**src/cache_pkg.sv**
```systemverilog
`default_nettype none

package cache_pkg;

   // word-addressed front end
   localparam int ADDR_W        = 16;
   localparam int DATA_W        = 32;
   localparam int NBYTES        = DATA_W / 8;     // byte lanes per word

   // cache geometry
   localparam int N_WAYS        = 4;
   localparam int WAY_W         = 2;              // log2 of N_WAYS
   localparam int INDEX_W       = 4;              // 16 sets
   localparam int OFFSET_W      = 2;
   localparam int LINE_WORDS    = 4;              // 2**OFFSET_W words per line
   localparam int TAG_W         = ADDR_W - INDEX_W - OFFSET_W;

   // pending memory writes, 2**WTBUF_DEPTH_W entries
   localparam int WTBUF_DEPTH_W = 2;

   // word address layout is {tag, index, offset}
   typedef logic [DATA_W-1:0]         word_t;
   typedef logic [NBYTES-1:0]         strb_t;
   typedef logic [ADDR_W-1:0]         addr_t;
   typedef logic [TAG_W-1:0]          tag_t;
   typedef logic [INDEX_W-1:0]        index_t;
   typedef logic [OFFSET_W-1:0]       offset_t;
   typedef logic [ADDR_W-OFFSET_W-1:0] line_addr_t;  // tag and index, as sent on refill
   typedef logic [N_WAYS-1:0]         way_mask_t;   // one bit per way

endpackage

`default_nettype wire
```
**src/cache_ctrl.sv**
```systemverilog
`timescale 1ns/1ps
`default_nettype none

module cache_ctrl (
   input  wire                     clk,
   input  wire                     rst,
   // front end
   input  wire                     req_valid,
   input  wire cache_pkg::addr_t   req_addr,
   input  wire cache_pkg::word_t   req_wdata,
   input  wire cache_pkg::strb_t   req_wstrb,
   output logic                    req_ready,
   input  wire                     invalidate,
   // from the ways and the resolver
   input  wire cache_pkg::way_mask_t way_hit,
   input  wire cache_pkg::way_mask_t victim,
   // refill channel
   output logic                    fill_req,
   output cache_pkg::line_addr_t   fill_addr,
   input  wire                     fill_valid,
   input  wire cache_pkg::word_t   fill_data,
   // write-through buffer status
   input  wire                     wtbuf_full,
   input  wire                     wtbuf_empty,
   // array access, shared by all ways
   output logic                    arr_en,
   output cache_pkg::index_t       arr_index,
   output cache_pkg::tag_t         arr_tag,
   output cache_pkg::offset_t      arr_offset,
   output cache_pkg::way_mask_t    way_we,
   output cache_pkg::strb_t        line_we,
   output cache_pkg::word_t        line_wdata,
   output logic                    set_valid,
   output logic                    clear_all,
   output logic                    plru_update,
   output logic                    wtbuf_push,
   // counter strobes
   output logic                    read_hit,
   output logic                    read_miss,
   output logic                    write_hit,
   output logic                    write_miss
);
   import cache_pkg::*;

   typedef enum logic [2:0] {
      S_IDLE,
      S_LOOKUP,      // tag compare result available
      S_WRITE_WAIT,  // buffer full, write held
      S_DRAIN,       // read miss waits for an empty buffer
      S_REFILL,
      S_RELOOK,      // re-read the arrays after the last beat
      S_RESP         // read data out, req_ready
   } state_t;

   state_t  state;
   state_t  state_nxt;
   addr_t   req_addr_q;      // request register
   word_t   req_wdata_q;
   strb_t   req_wstrb_q;
   offset_t beat_cnt;        // refill word counter
   logic    missed;          // this read went through a refill
   logic    accept;
   logic    is_write;
   logic    hit;
   logic    wr_done;
   logic    rd_done;
   logic    last_beat;

   assign accept    = (state == S_IDLE) && req_valid && !invalidate;
   assign is_write  = |req_wstrb_q;  // zero strobes means read
   assign hit       = |way_hit;
   assign wr_done   = is_write && !wtbuf_full
                      && (state == S_LOOKUP || state == S_WRITE_WAIT);
   assign rd_done   = (state == S_RESP);
   assign last_beat = (state == S_REFILL) && fill_valid
                      && (beat_cnt == offset_t'(LINE_WORDS - 1));

   always_comb
   begin
      state_nxt = state;
      case (state)
         S_IDLE:
            if (accept)
               state_nxt = S_LOOKUP;
         S_LOOKUP:
         begin
            if (is_write)
               state_nxt = wtbuf_full ? S_WRITE_WAIT : S_IDLE;
            else
               state_nxt = hit ? S_RESP : S_DRAIN;
         end
         S_WRITE_WAIT:
            if (!wtbuf_full)
               state_nxt = S_IDLE;
         S_DRAIN:
            if (wtbuf_empty)
               state_nxt = S_REFILL;  // memory holds every earlier write
         S_REFILL:
            if (last_beat)
               state_nxt = S_RELOOK;
         S_RELOOK:
            state_nxt = S_LOOKUP;
         S_RESP:
            state_nxt = S_IDLE;
         default:
            state_nxt = S_IDLE;
      endcase
   end

   always_ff @(posedge clk)
   begin
      if (rst)
      begin
         state    <= S_IDLE;
         missed   <= 1'b0;
         beat_cnt <= '0;
      end
      else
      begin
         state <= state_nxt;
         if (accept)
            missed <= 1'b0;
         else if (state == S_LOOKUP && !is_write && !hit)
            missed <= 1'b1;
         if (state == S_DRAIN)
            beat_cnt <= '0;
         else if (state == S_REFILL && fill_valid)
            beat_cnt <= beat_cnt + 1'b1;  // beats may have gaps
      end
   end

   // request fields, held for the whole access
   always_ff @(posedge clk)
   begin
      if (accept)
      begin
         req_addr_q  <= req_addr;
         req_wdata_q <= req_wdata;
         req_wstrb_q <= req_wstrb;
      end
   end

   // the accepting edge already reads the arrays, so idle uses the live address
   assign arr_index  = (state == S_IDLE) ? req_addr[OFFSET_W +: INDEX_W]
                                         : req_addr_q[OFFSET_W +: INDEX_W];
   assign arr_tag    = req_addr_q[ADDR_W-1 -: TAG_W];
   assign arr_offset = fill_req ? beat_cnt
                     : (state == S_IDLE) ? req_addr[OFFSET_W-1:0]
                     : req_addr_q[OFFSET_W-1:0];
   assign arr_en     = accept || wr_done || (fill_req && fill_valid)
                       || (state == S_RELOOK);

   // write steering
   always_comb
   begin
      way_we     = '0;
      line_we    = req_wstrb_q;
      line_wdata = req_wdata_q;
      if (fill_req)
      begin
         way_we     = fill_valid ? victim : '0;  // whole word into the victim
         line_we    = '1;
         line_wdata = fill_data;
      end
      else if (wr_done)
      begin
         way_we = way_hit;  // no allocate on a write miss
      end
   end

   assign fill_req    = (state == S_REFILL);
   assign fill_addr   = req_addr_q[ADDR_W-1:OFFSET_W];
   assign set_valid   = fill_req && fill_valid;  // tag written with each beat
   assign clear_all   = (state == S_IDLE) && invalidate;
   assign wtbuf_push  = wr_done;                 // every write goes to memory
   assign plru_update = (wr_done && hit) || (rd_done && !missed) || last_beat;

   assign req_ready   = wr_done || rd_done;
   assign read_hit    = rd_done && !missed;
   assign read_miss   = rd_done && missed;
   assign write_hit   = wr_done && hit;
   assign write_miss  = wr_done && !hit;

endmodule

`default_nettype wire

```
**config.mk**
```make
export PLATFORM = sky130hd
export DESIGN_NAME = cache_ctrl
export DESIGN_NICKNAME = d
export VERILOG_FILES = /design/src/cache_pkg.sv /design/src/cache_ctrl.sv
export SDC_FILE = /design/constraint.sdc
export NUM_CORES = 1
export LEC_CHECK = 0
export BUFFER_PORTS_ARGS = -buffer_cell sky130_fd_sc_hd__buf_2
export CAP_MARGIN = 10
export CORE_MARGIN = 2
export CORE_UTILIZATION = 44
export CTS_BUF_LIST = sky130_fd_sc_hd__clkbuf_8
export DETAILED_ROUTE_END_ITERATION = 8
export PLACE_DENSITY = 0.8
export SLEW_MARGIN = 10
export SYNTH_ARGS = -nofsm -noshare
export SYNTH_HDL_FRONTEND = slang
export SYNTH_SLANG_ARGS = --single-unit
```
**constraint.sdc**
```tcl
create_clock -name clk -period 3.72 [get_ports clk]
set_input_delay 0.558 -clock clk [delete_from_list [all_inputs] [get_ports clk]]
set_output_delay 0.558 -clock clk [all_outputs]
set_load 0.02 [all_outputs]
```
==> qor.csv, run 1 <==
metric,value,unit
status,completed,
cts-root-buf,clkbuf_8,
cpPeakStageDelay,0.72,ns
fmax,363,MHz
grt_busiest_layer,met2,
vdd_drop_max,0.220,mV
leakage,1.63,nW
fin_crit,2.76,ns
gr-total-overflow,0,
post_route_cells_drive_above_1_share,0.673,
p_comb_frac,0.146,
synth_edf_count,52,
finalCritPeriodShare,0.741,
met1_usage,0.193,
io_pins,180,
worstPathRequired,3.16,ns
clk_pin_slew,0.06,ns
final_hold_viol_count,0,
synthTopCellsByCount,"edfxtp_1 (52), mux2_2 (36), buf_4 (25)",
ys_warn_count,0,
cap_violations,0,
portBuffers,179,
ys_async_sr_fraction,0,
track_usage,0.176,
grt_pass1_vias,2127,
start_util,0.452,
vias_per_cell,5.03,
dieArea,0.00710,mm^2
ctsLongestPathBuffers,2,
die_h,84.3,um
met2_usage,0.319,
gp_congestion,0.865,
tns,0,ns
diodes,0,
rows,29,
yosysSeqAreaShare,0.593,
hpwl,5000,um
cts-hold-fix-buffers,0,
numCtsBuffers,9,
setup_violations,0,
internal_power,1.06,mW
fin_total_pwr,1.41,mW
switching_share,0.249,
cp_data_arrival_time,2.20,ns
yosysTopAreaCell,edfxtp_1,
rsz0062_at_grt,no,
cts_sinks,58,
place_area,0.00361,mm^2
sequentialPowerShare,0.536,
synth_ff_type,edfxtp_1,
setup_ws,0.962,ns
grt_max_degree,54,
syn_to_final_growth,32.6,%
ys_top_cells_by_area,"edfxtp_1 (55%), mux2_2 (14%), buf_4 (6.6%), dfxtp_1 (4.2%), nor4_4 (1.5%)",
yosys.area.top_type_share,0.551,
vias,2188,
clk_latency,0.32,ns
synth_area,0.00284,mm^2
core_area,0.00628,mm^2
drc,0,
drtAntennaViolNets,0,
powerDensity,376,mW/mm^2
clock_skew,0.00701,ns
critPathCaptureType,output pin,
synth_nets,295,
ys_ff_latch,58,
min_path_type,in2reg,
wl_per_cell,15.1,um
wirelength,6550,um
crit_chain,nor3b_4 > buf_4 > mux2_2 > buf_2,
worst_pin_slew,0.682,ns
die_x,84.3,um
synth_cell_types,39,
cts_htree_levels,3,
maxSlewHeadroom,0.542,
drt_first_iter_violations,83,
place_ws,1.30,ns
critPathMaxFanout,24,
cts_tree,done,
critPathKind,reg2out,
cpMaxStageDelayCell,dfxtp_1,
fin_area,0.00376,mm^2
post_cts_buffers,0,
layout.nets,455,
yosysMostFrequentCell,edfxtp_1,
fin_util,0.599,
syn_avg_cell_area,14.5,um^2
grt_pass1_wl,9870,um
clkPwrFrac,0.318,
firstDrtPassIters,4,
drv_slew,0,
antenna_found_initial,0,
netSwitchingPower,0.353,mW
post_cts_resized,0,
cp-start-kind,flip-flop,
grtUsageMet3,0.0560,
syn_inst,195,
-- sequential cells by signal (all words and copies together) (netlist names) --
name and count:
req_wdata_q 32, req_addr_q 16, req_wstrb_q 4, state 3
beat_cnt 2, missed 1
-- kinds of logic after synthesis --
kind of cell	after synthesis	share of synthesized area
simple gates	38	0.0953
mux	39	0.154
flops	58	0.593
xor+xnor	2	0.00618
buf+inv	35	0.0896
compound gates	22	0.0578
fa+ha+maj	1	0.00441
-- per-stage QoR --
stage          cells  hold WS [ns]
2_1_floorplan    195         0.505
3_3_place_gp     421         0.552
3_5_place_dp     421         0.569
4_1_cts          435         0.395
5_1_grt          435         0.389
6_report         435         0.411
-- worst paths after layout --
| kind | from | endpoint | slack [ns] | cells after the start |
|---|---|---|---|---|
| min | req_wdata[28] | req_wdata_q[28] | 0.41 | 1 |
| max reg2reg | state[1] | req_wstrb_q[2] | 1.32 | 3 |
| max | state[2] | line_wdata[13] | 0.96 | 4 |
| min reg2reg | beat_cnt[1] | beat_cnt[1] | 0.58 | 2 |
-- critical path, delay by kind of cell (launching register included) --
kind                   cells  cell delay [ns]
AND/OR/NAND/NOR            1             0.30
buffers and inverters      2             0.48
flip-flops                 1             0.72
multiplexers               1             0.38
-- routing by layer --
| layer | wire length, um | share of wire | vias up |
|---|---|---|---|
| met5 | 0 | 0 | - |
| met2 | 3380 | 0.52 | 123 |
| met1 | 2480 | 0.38 | 1013 |
| li1 | - | - | 1037 |
| met4 | 130 | 0.020 | 0 |
| met3 | 554 | 0.085 | 15 |
-- placed cells by master (no fill, tap or decap), types with 4 or more instances in the layout --
cell type	count
a21oi_1	6
a22o_1	4
and2_1	4
buf_2	179
clkbuf_8	9
dfxtp_1	6
edfxtp_1	52
mux2_2	36
nand2b_1	4
nor2_1	5
or2_2	4
-- area by class of cell --
| type | instances | area (um^2) |
|---|---|---|
| multi-input cells | 102 | 907 |
| inverters | 2 | 7.51 |
| fillers | 534 | 2520 |
| clock buffers | 9 | 124 |
| well taps | 77 | 96.3 |
| repair buffers | 182 | 918 |
| flip-flops and latches | 58 | 1680 |
| clock inverters | 5 | 25.0 |
-- power by group through the flow --
stage                     Clock, mW  Combinational, mW  Sequential (mW)
after floorplan                   0              0.127            0.766
after global placement            0              0.203            0.770
after detailed placement          0              0.208            0.772
after CTS                     0.466              0.209            0.759
after global routing          0.494              0.221            0.761
final                         0.450              0.206            0.758
(Power assumes the default switching activity.)
==> inputs of run 2 (changes only) <==
--- a/config.mk
+++ b/config.mk
@@ -5,13 +5,14 @@
 export SDC_FILE = /design/constraint.sdc
 export NUM_CORES = 1
 export LEC_CHECK = 0
+export ABC_AREA = 1
 export BUFFER_PORTS_ARGS = -buffer_cell sky130_fd_sc_hd__buf_2
 export CAP_MARGIN = 10
 export CORE_MARGIN = 2
 export CORE_UTILIZATION = 44
 export CTS_BUF_LIST = sky130_fd_sc_hd__clkbuf_8
 export DETAILED_ROUTE_END_ITERATION = 8
-export PLACE_DENSITY = 0.8
+export PLACE_DENSITY = 0.81
 export SLEW_MARGIN = 10
 export SYNTH_ARGS = -nofsm -noshare
 export SYNTH_HDL_FRONTEND = slang
==> constraint.sdc (replaced) <==
create_clock -name clk -period 2.81 [get_ports clk]
set_input_delay 0.4215 -clock clk [delete_from_list [all_inputs] [get_ports clk]]
set_output_delay 0.4215 -clock clk [all_outputs]
set_load 0.02 [all_outputs]
==> run 2 against run 1 <==
Against the previous run:
- via count is 12% higher
- synthesized area is 0.88% lower
- die area is 0.84% lower
- worst hold slack worse by 0.14 ns
- first-iteration DRC count is 7.2% lower
- register-to-register slack worse by 0.53 ns
- combinational power grew to 7.9 times the previous value
- clock power is 38% higher
- synthesized cell count is 51% higher
- critical path type unchanged
==> qor.csv, run 2 <==
metric,value,unit,change
cp-start-kind,flip-flop,,
die_x,83.9,um,-0.42%
yosysTopAreaCell,edfxtp_1,,
ys_async_sr_fraction,0,,unchanged
ctsLongestPathBuffers,2,,unchanged
yosys.area.top_type_share,0.556,,+0.00490
synth_cell_types,27,,-31%
synth_edf_count,52,,unchanged
clk_pin_slew,0.07,ns,about the same
track_usage,0.188,,+0.0124
post_cts_resized,0,,unchanged
cpPeakStageDelay,0.37,ns,-0.35 ns
clock_skew,0.00955,ns,+0.00254 ns
powerDensity,907,mW/mm^2,+140%
final_hold_viol_count,0,,unchanged
reg_top3,"req_wdata_q: 32 flops, req_addr_q: 16 flops, req_wstrb_q: 4 flops",,
yosysSeqAreaShare,0.598,,+0.00528
vdd_drop_max,0.493,mV,+120%
critPathCaptureType,output pin,,
yosysMostFrequentCell,nand2_1,,
syn_avg_cell_area,9.56,um^2,-34%
ys_warn_count,0,,unchanged
grt_pass1_vias,2369,,+11%
leakage,1.94,nW,+19%
grt_pass1_wl,10600,um,+7.2%
gr-total-overflow,0,,unchanged
cts_htree_levels,3,,unchanged
largest_register,req_wdata_q,,
synth_nets,394,,+34%
setup_violations,0,,unchanged
wl_per_cell,12.3,um,-19%
min_path_type,in2reg,,
drv_slew,0,,unchanged
vias_per_cell,4.56,,-9.4%
finalCritPeriodShare,0.795,,
cts_tree,done,,
syn_inst,294,,+51%
gp_congestion,0.857,,-0.87%
maxSlewHeadroom,0.614,,+0.0723
cts_sinks,58,,unchanged
antenna_found_initial,2,,+2
rows,29,,unchanged
cts-hold-fix-buffers,0,,unchanged
critPathKind,reg2out,,
drc,0,,unchanged
numCtsBuffers,9,,unchanged
holdWs,0.276,ns,-0.136 ns
io_pins,180,,unchanged
grt_max_degree,40,,-26%
hpwl,5110,um,+2.2%
largest_reg_flops,32,,unchanged
cpMaxStageDelayCell,dfxtp_1,,
vias,2451,,+12%
cp_data_arrival_time,1.81,ns,-0.39 ns
critPathMaxFanout,39,,+63%
post_cts_buffers,0,,unchanged
final_common_cell,buf_2,,
cap_violations,0,,unchanged
start_util,0.448,,-0.00399
ys_ff_latch,58,,unchanged
post_route_cells_drive_above_1_share,0.457,,-0.217
tns,0,ns,unchanged
firstDrtPassIters,4,,unchanged
worst_pin_slew,0.578,ns,-0.104 ns
cts-root-buf,clkbuf_8,,
worstPathRequired,2.39,ns,-0.77 ns
synth_ff_type,edfxtp_1,,
status,completed,,
synth_area,0.00281,mm^2,-0.88%
die_h,83.9,um,-0.42%
layout.nets,555,,+22%
clk_latency,0.31,ns,about the same
ys_top_cells_by_area,"edfxtp_1 (56%), nand2_1 (17%), buf_4 (6.4%), dfxtp_1 (4.3%), inv_1 (2.4%)",,
mostFrequentLayoutCells,"buf_2 (179), nand2_1 (130), edfxtp_1 (52)",,
portBuffers,179,,unchanged
fmax,448,MHz,
drt_first_iter_violations,77,,-7.2%
core_area,0.00628,mm^2,unchanged
crit_chain,nor2_2 > nand2_4 > inv_4 > nand2_4 > inv_4 > a22o_1 > buf_2,,
synthTopCellsByCount,"nand2_1 (130), edfxtp_1 (52), buf_4 (24)",,
drtAntennaViolNets,0,,unchanged
rsz0062_at_grt,no,,
dieArea,0.00704,mm^2,-0.84%
syn_to_final_growth,33.9,%,
fin_crit,2.23,ns,
wirelength,6590,um,+0.67%
[run 2: changes by cell type in the layout (fill, tap and decap cells not counted), moves of 10 or more]
cell | before | now
nand2_1 | 0 | 130
mux2_2 | 36 | 0
inv_1 | 3 | 19
nor2_1 | 5 | 15
[run 2: final timing paths]
path | startpoint | to | slack, ns | cells past startpoint
worst min register to register | beat_cnt[0] | beat_cnt[0] | 0.50 | 2
worst max register to register | state[0] | req_addr_q[6] | 0.79 | 6
worst min-delay path | req_wdata[6] | req_wdata_q[6] | 0.28 | 1
worst max-delay path | state[0] | way_we[3] | 0.58 | 7
[run 2: layer usage]
| layer | track usage | up-vias | wire, um |
|---|---|---|---|
| met3 | 0.0514 | 8 | 411 |
| met1 | 0.221 | 1093 | 2620 |
| li1 | - | 1252 | - |
| met2 | 0.326 | 96 | 3460 |
| met5 | 0 | - | 11 |
| met4 | 0.0762 | 2 | 82 |
[run 2: final cells by class]
| type | count | area, um^2 |
|---|---|---|
| clock inverters | 7 | 38.8 |
| repair buffers | 181 | 923 |
| inverters | 23 | 91.3 |
| diodes | 1 | 2.50 |
| clock buffers | 9 | 124 |
| well taps | 77 | 96.3 |
| flip-flops and latches | 58 | 1680 |
| multi-input cells | 182 | 806 |
| fillers | 574 | 2510 |
[run 2: critical path, delay by kind of cell (launching register included)]
family | cells | cell delay [ns]
DFF | 1 | 0.37
AOI/OAI and AO/OA | 1 | 0.14
and+or+nand+nor | 3 | 0.42
buffers and inverters | 3 | 0.57
[run 2: cells by family after synthesis]
logic type	after synthesis	synth area share
AND/OR/NAND/NOR	167	0.245
flip-flops	58	0.598
buffers and inverters	54	0.115
AO/OA/AOI/OAI	14	0.0370
adder cells (fa/ha/maj)	1	0.00445
[run 2: stage by stage]
step	cell area [um^2]	setup WS, ns	cells	utilization	power [mW]
finish	3760	0.576	538	0.600	3.41
global route	3760	0.416	538	0.600	3.66
CTS	3760	0.530	537	0.599	3.46
detailed placement	3600	0.754	521	0.573	2.83
global placement	3600	0.862	521	0.573	2.79
floorplan	2810	0.486	294	-	2.36
[run 2: report_power, final]
group          leakage [nW]  switching (mW)  internal [mW]
Clock                0.0914           0.311          0.310
Combinational          1.32            1.11          0.517
Sequential            0.528          0.0683           1.09
Total                  1.94            1.49           1.92
==> inputs of run 3 (changes only) <==
--- a/config.mk
+++ b/config.mk
@@ -5,14 +5,14 @@
 export SDC_FILE = /design/constraint.sdc
 export NUM_CORES = 1
 export LEC_CHECK = 0
-export ABC_AREA = 1
+export ABC_AREA = 0
 export BUFFER_PORTS_ARGS = -buffer_cell sky130_fd_sc_hd__buf_2
 export CAP_MARGIN = 10
 export CORE_MARGIN = 2
 export CORE_UTILIZATION = 44
 export CTS_BUF_LIST = sky130_fd_sc_hd__clkbuf_8
 export DETAILED_ROUTE_END_ITERATION = 8
-export PLACE_DENSITY = 0.81
+export PLACE_DENSITY = 0.8
 export SLEW_MARGIN = 10
 export SYNTH_ARGS = -nofsm -noshare
 export SYNTH_HDL_FRONTEND = slang
==> constraint.sdc (replaced) <==
create_clock -name clk -period 2.2 [get_ports clk]
set_input_delay 0.33 -clock clk [delete_from_list [all_inputs] [get_ports clk]]
set_output_delay 0.33 -clock clk [all_outputs]
set_load 0.02 [all_outputs]
==> run 3 against run 2 <==
Against the previous run:
- global-route usage decreased by 1.4 points
- combinational power down 78%
- worst hold slack got worse by 0.10 ns
- design area up 2.8%
- total power fell by 26%
- critical path depth fell by 1
- flip-flop and latch count did not move
- count of clock-buffer cells in the layout did not move
- sequential share of layout area is 1.2 points lower
- core utilization increased by 1.7 points
- die area increased by 0.85%
- first-iteration DRC count is 19% lower
==> qor.csv, run 3 (synthesis gave the netlist of run 1 again) <==
metric,value,unit,change
leakage,1.69,nW,-13%
min_path_cells,1,,unchanged
die_x,84.3,um,+0.42%
grt_max_degree,38,,-5.0%
wirelength,6420,um,-2.6%
firstDrtPassIters,4,,unchanged
syn_to_final_growth,36.5,%,
final_common_cell,buf_2,,
worstPathRequired,1.87,ns,-0.52 ns
critPathCaptureType,output pin,,
cts_sinks,58,,unchanged
sequentialPowerShare,0.508,,+0.168
r2r_slack,0.49,ns,-0.30 ns
clk_pin_slew,0.07,ns,about the same
fin_util,0.617,,+0.0169
netSwitchingPower,0.599,mW,-60%
vias,2217,,-9.5%
clkPwrFrac,0.348,,+0.166
reg2reg_to,req_wdata_q[0],,
portBuffers,179,,unchanged
holdWs,0.171,ns,-0.105 ns
fin_cells,443,,-18%
reg2reg_depth,4,,-2
worst_pin_slew,0.524,ns,-0.0535 ns
grt_pass1_vias,2081,,-12%
drv_slew,0,,unchanged
layout.nets,462,,-17%
worstHoldStart,req_wdata[27],,
dp.cells,424,,-19%
gr-total-overflow,0,,unchanged
clock_skew,0.00791,ns,-0.00165 ns
tns,0,ns,unchanged
maxSlewHeadroom,0.647,,+0.0330
rr_startpoint,state[0],,
reg_top3,"req_wdata_q: 32 flops, req_addr_q: 16 flops, req_wstrb_q: 4 flops",,
vdd_drop_max,0.355,mV,-28%
rsz0062_at_grt,yes,,
grt_pass1_wl,9820,um,-7.2%
track_usage,0.175,,-0.0135
gp_congestion,0.833,,-2.8%
fin_crit,2.16,ns,
mostFrequentLayoutCells,"buf_2 (177), edfxtp_1 (52), mux2_2 (36)",,
die_h,84.3,um,+0.42%
cap_violations,0,,unchanged
largest_reg_flops,32,,unchanged
dieArea,0.00710,mm^2,+0.85%
antenna_found_initial,0,,-2
finalCritPeriodShare,0.983,,
cp-start-kind,flip-flop,,
switching_share,0.238,,-0.200
fmax,462,MHz,
critPathMaxFanout,4,,-90%
wl_per_cell,14.5,um,+18%
drt_first_iter_violations,62,,-19%
io_pins,180,,unchanged
hold_end,req_wdata_q[27],,
clk_latency,0.33,ns,+0.02 ns
fin_area,0.00387,mm^2,+2.8%
rows,29,,unchanged
final_hold_viol_count,0,,unchanged
drc,0,,unchanged
min_path_type,in2reg,,
start_util,0.452,,+0.00399
ctsLongestPathBuffers,2,,unchanged
drtAntennaViolNets,0,,unchanged
numCtsBuffers,9,,unchanged
internal_power,1.92,mW,about the same
core_area,0.00628,mm^2,unchanged
powerDensity,651,mW/mm^2,-28%
critPathKind,reg2out,,
cts_tree,done,,
cts-root-buf,clkbuf_8,,
cp_data_arrival_time,1.83,ns,+0.02 ns
status,completed,,
cts_htree_levels,3,,unchanged
post_route_cells_drive_above_1_share,0.680,,+0.224
largest_register,req_wdata_q,,
vias_per_cell,5.00,,+9.9%
hpwl,4830,um,-5.3%
p_comb_frac,0.145,,-0.333
setup_violations,0,,unchanged
diodes,0,,-1
place_area,0.00365,mm^2,+1.4%
==> run 3: cell count changes in the layout (fill, tap and decap cells not counted), moves of 7 or more <==
cell	previous run	this run
nand2_1	130	0
mux2_2	0	36
inv_1	19	3
nor2_1	15	5
buf_4	1	8
==> run 3: power groups by stage <==
stage	logic (mW)	registers [mW]	clock network, mW
3_5_place_dp	0.360	1.30	0
6_report	0.365	1.28	0.876
2_1_floorplan	0.216	1.29	0
5_1_grt	0.391	1.28	0.940
4_1_cts	0.363	1.28	0.900
3_3_place_gp	0.352	1.30	0
==> run 3: worst max-delay path, cell delays in order (launching register included) <==
cell and delay (ns):
edfxtp_1 0.43, nor4_4 0.30, buf_6 0.15, buf_4 0.12, o21bai_1 0.08, a211o_1 0.26, buf_2 0.16
==> run 3: area by class of cell <==
type / count / area [um^2]
multi-input combinational: 102 / 908
clock inverter: 6 / 50.0
inverter: 2 / 7.51
tap: 77 / 96.3
fill: 530 / 2410
clock buffer: 9 / 124
timing repair buffer: 189 / 1000
sequential: 58 / 1680
==> run 3: how the worst max path moves through the flow <==
stage / cells after the start / slack [ns] / start / to
after CTS: 5 / 0.03 / state[1] / plru_update
final: 6 / 0.04 / req_wstrb_q[1] / arr_en
after global routing: 6 / -0.04 / req_wstrb_q[1] / arr_en
after floorplan: 4 / 0.12 / state[1] / arr_en
after global placement: 4 / 0.31 / state[0] / line_wdata[0]
after detailed placement: 4 / 0.29 / req_wstrb_q[1] / plru_update
==> run 3: timing repair <==
item	CTS	global route
hold buffers	0	0
gates resized for setup	1	6
pin swaps	1	3
endpoints found under the setup margin	38	7
buffers inserted	2	3
cloned	0	0
==> run 3: layer usage <==
layer / up-vias / routed length (um) / part of all wire / track usage
met3: 5 / 539 / 0.084 / 0.0442
met2: 118 / 3360 / 0.52 / 0.318
met4: 0 / 61 / 0.0095 / 0.0601
li1: 1051 / - / - / -
met5: - / 0 / 0 / 0
met1: 1043 / 2460 / 0.38 / 0.198
==> run 3: through the flow <==
stage / total power [mW] / worst slack [ns]
floorplan: 1.51 / 0.118
global placement: 1.65 / 0.310
detailed placement: 1.66 / 0.293
CTS: 2.54 / 0.0297
global route: 2.61 / -0.0374
finish: 2.52 / 0.0372
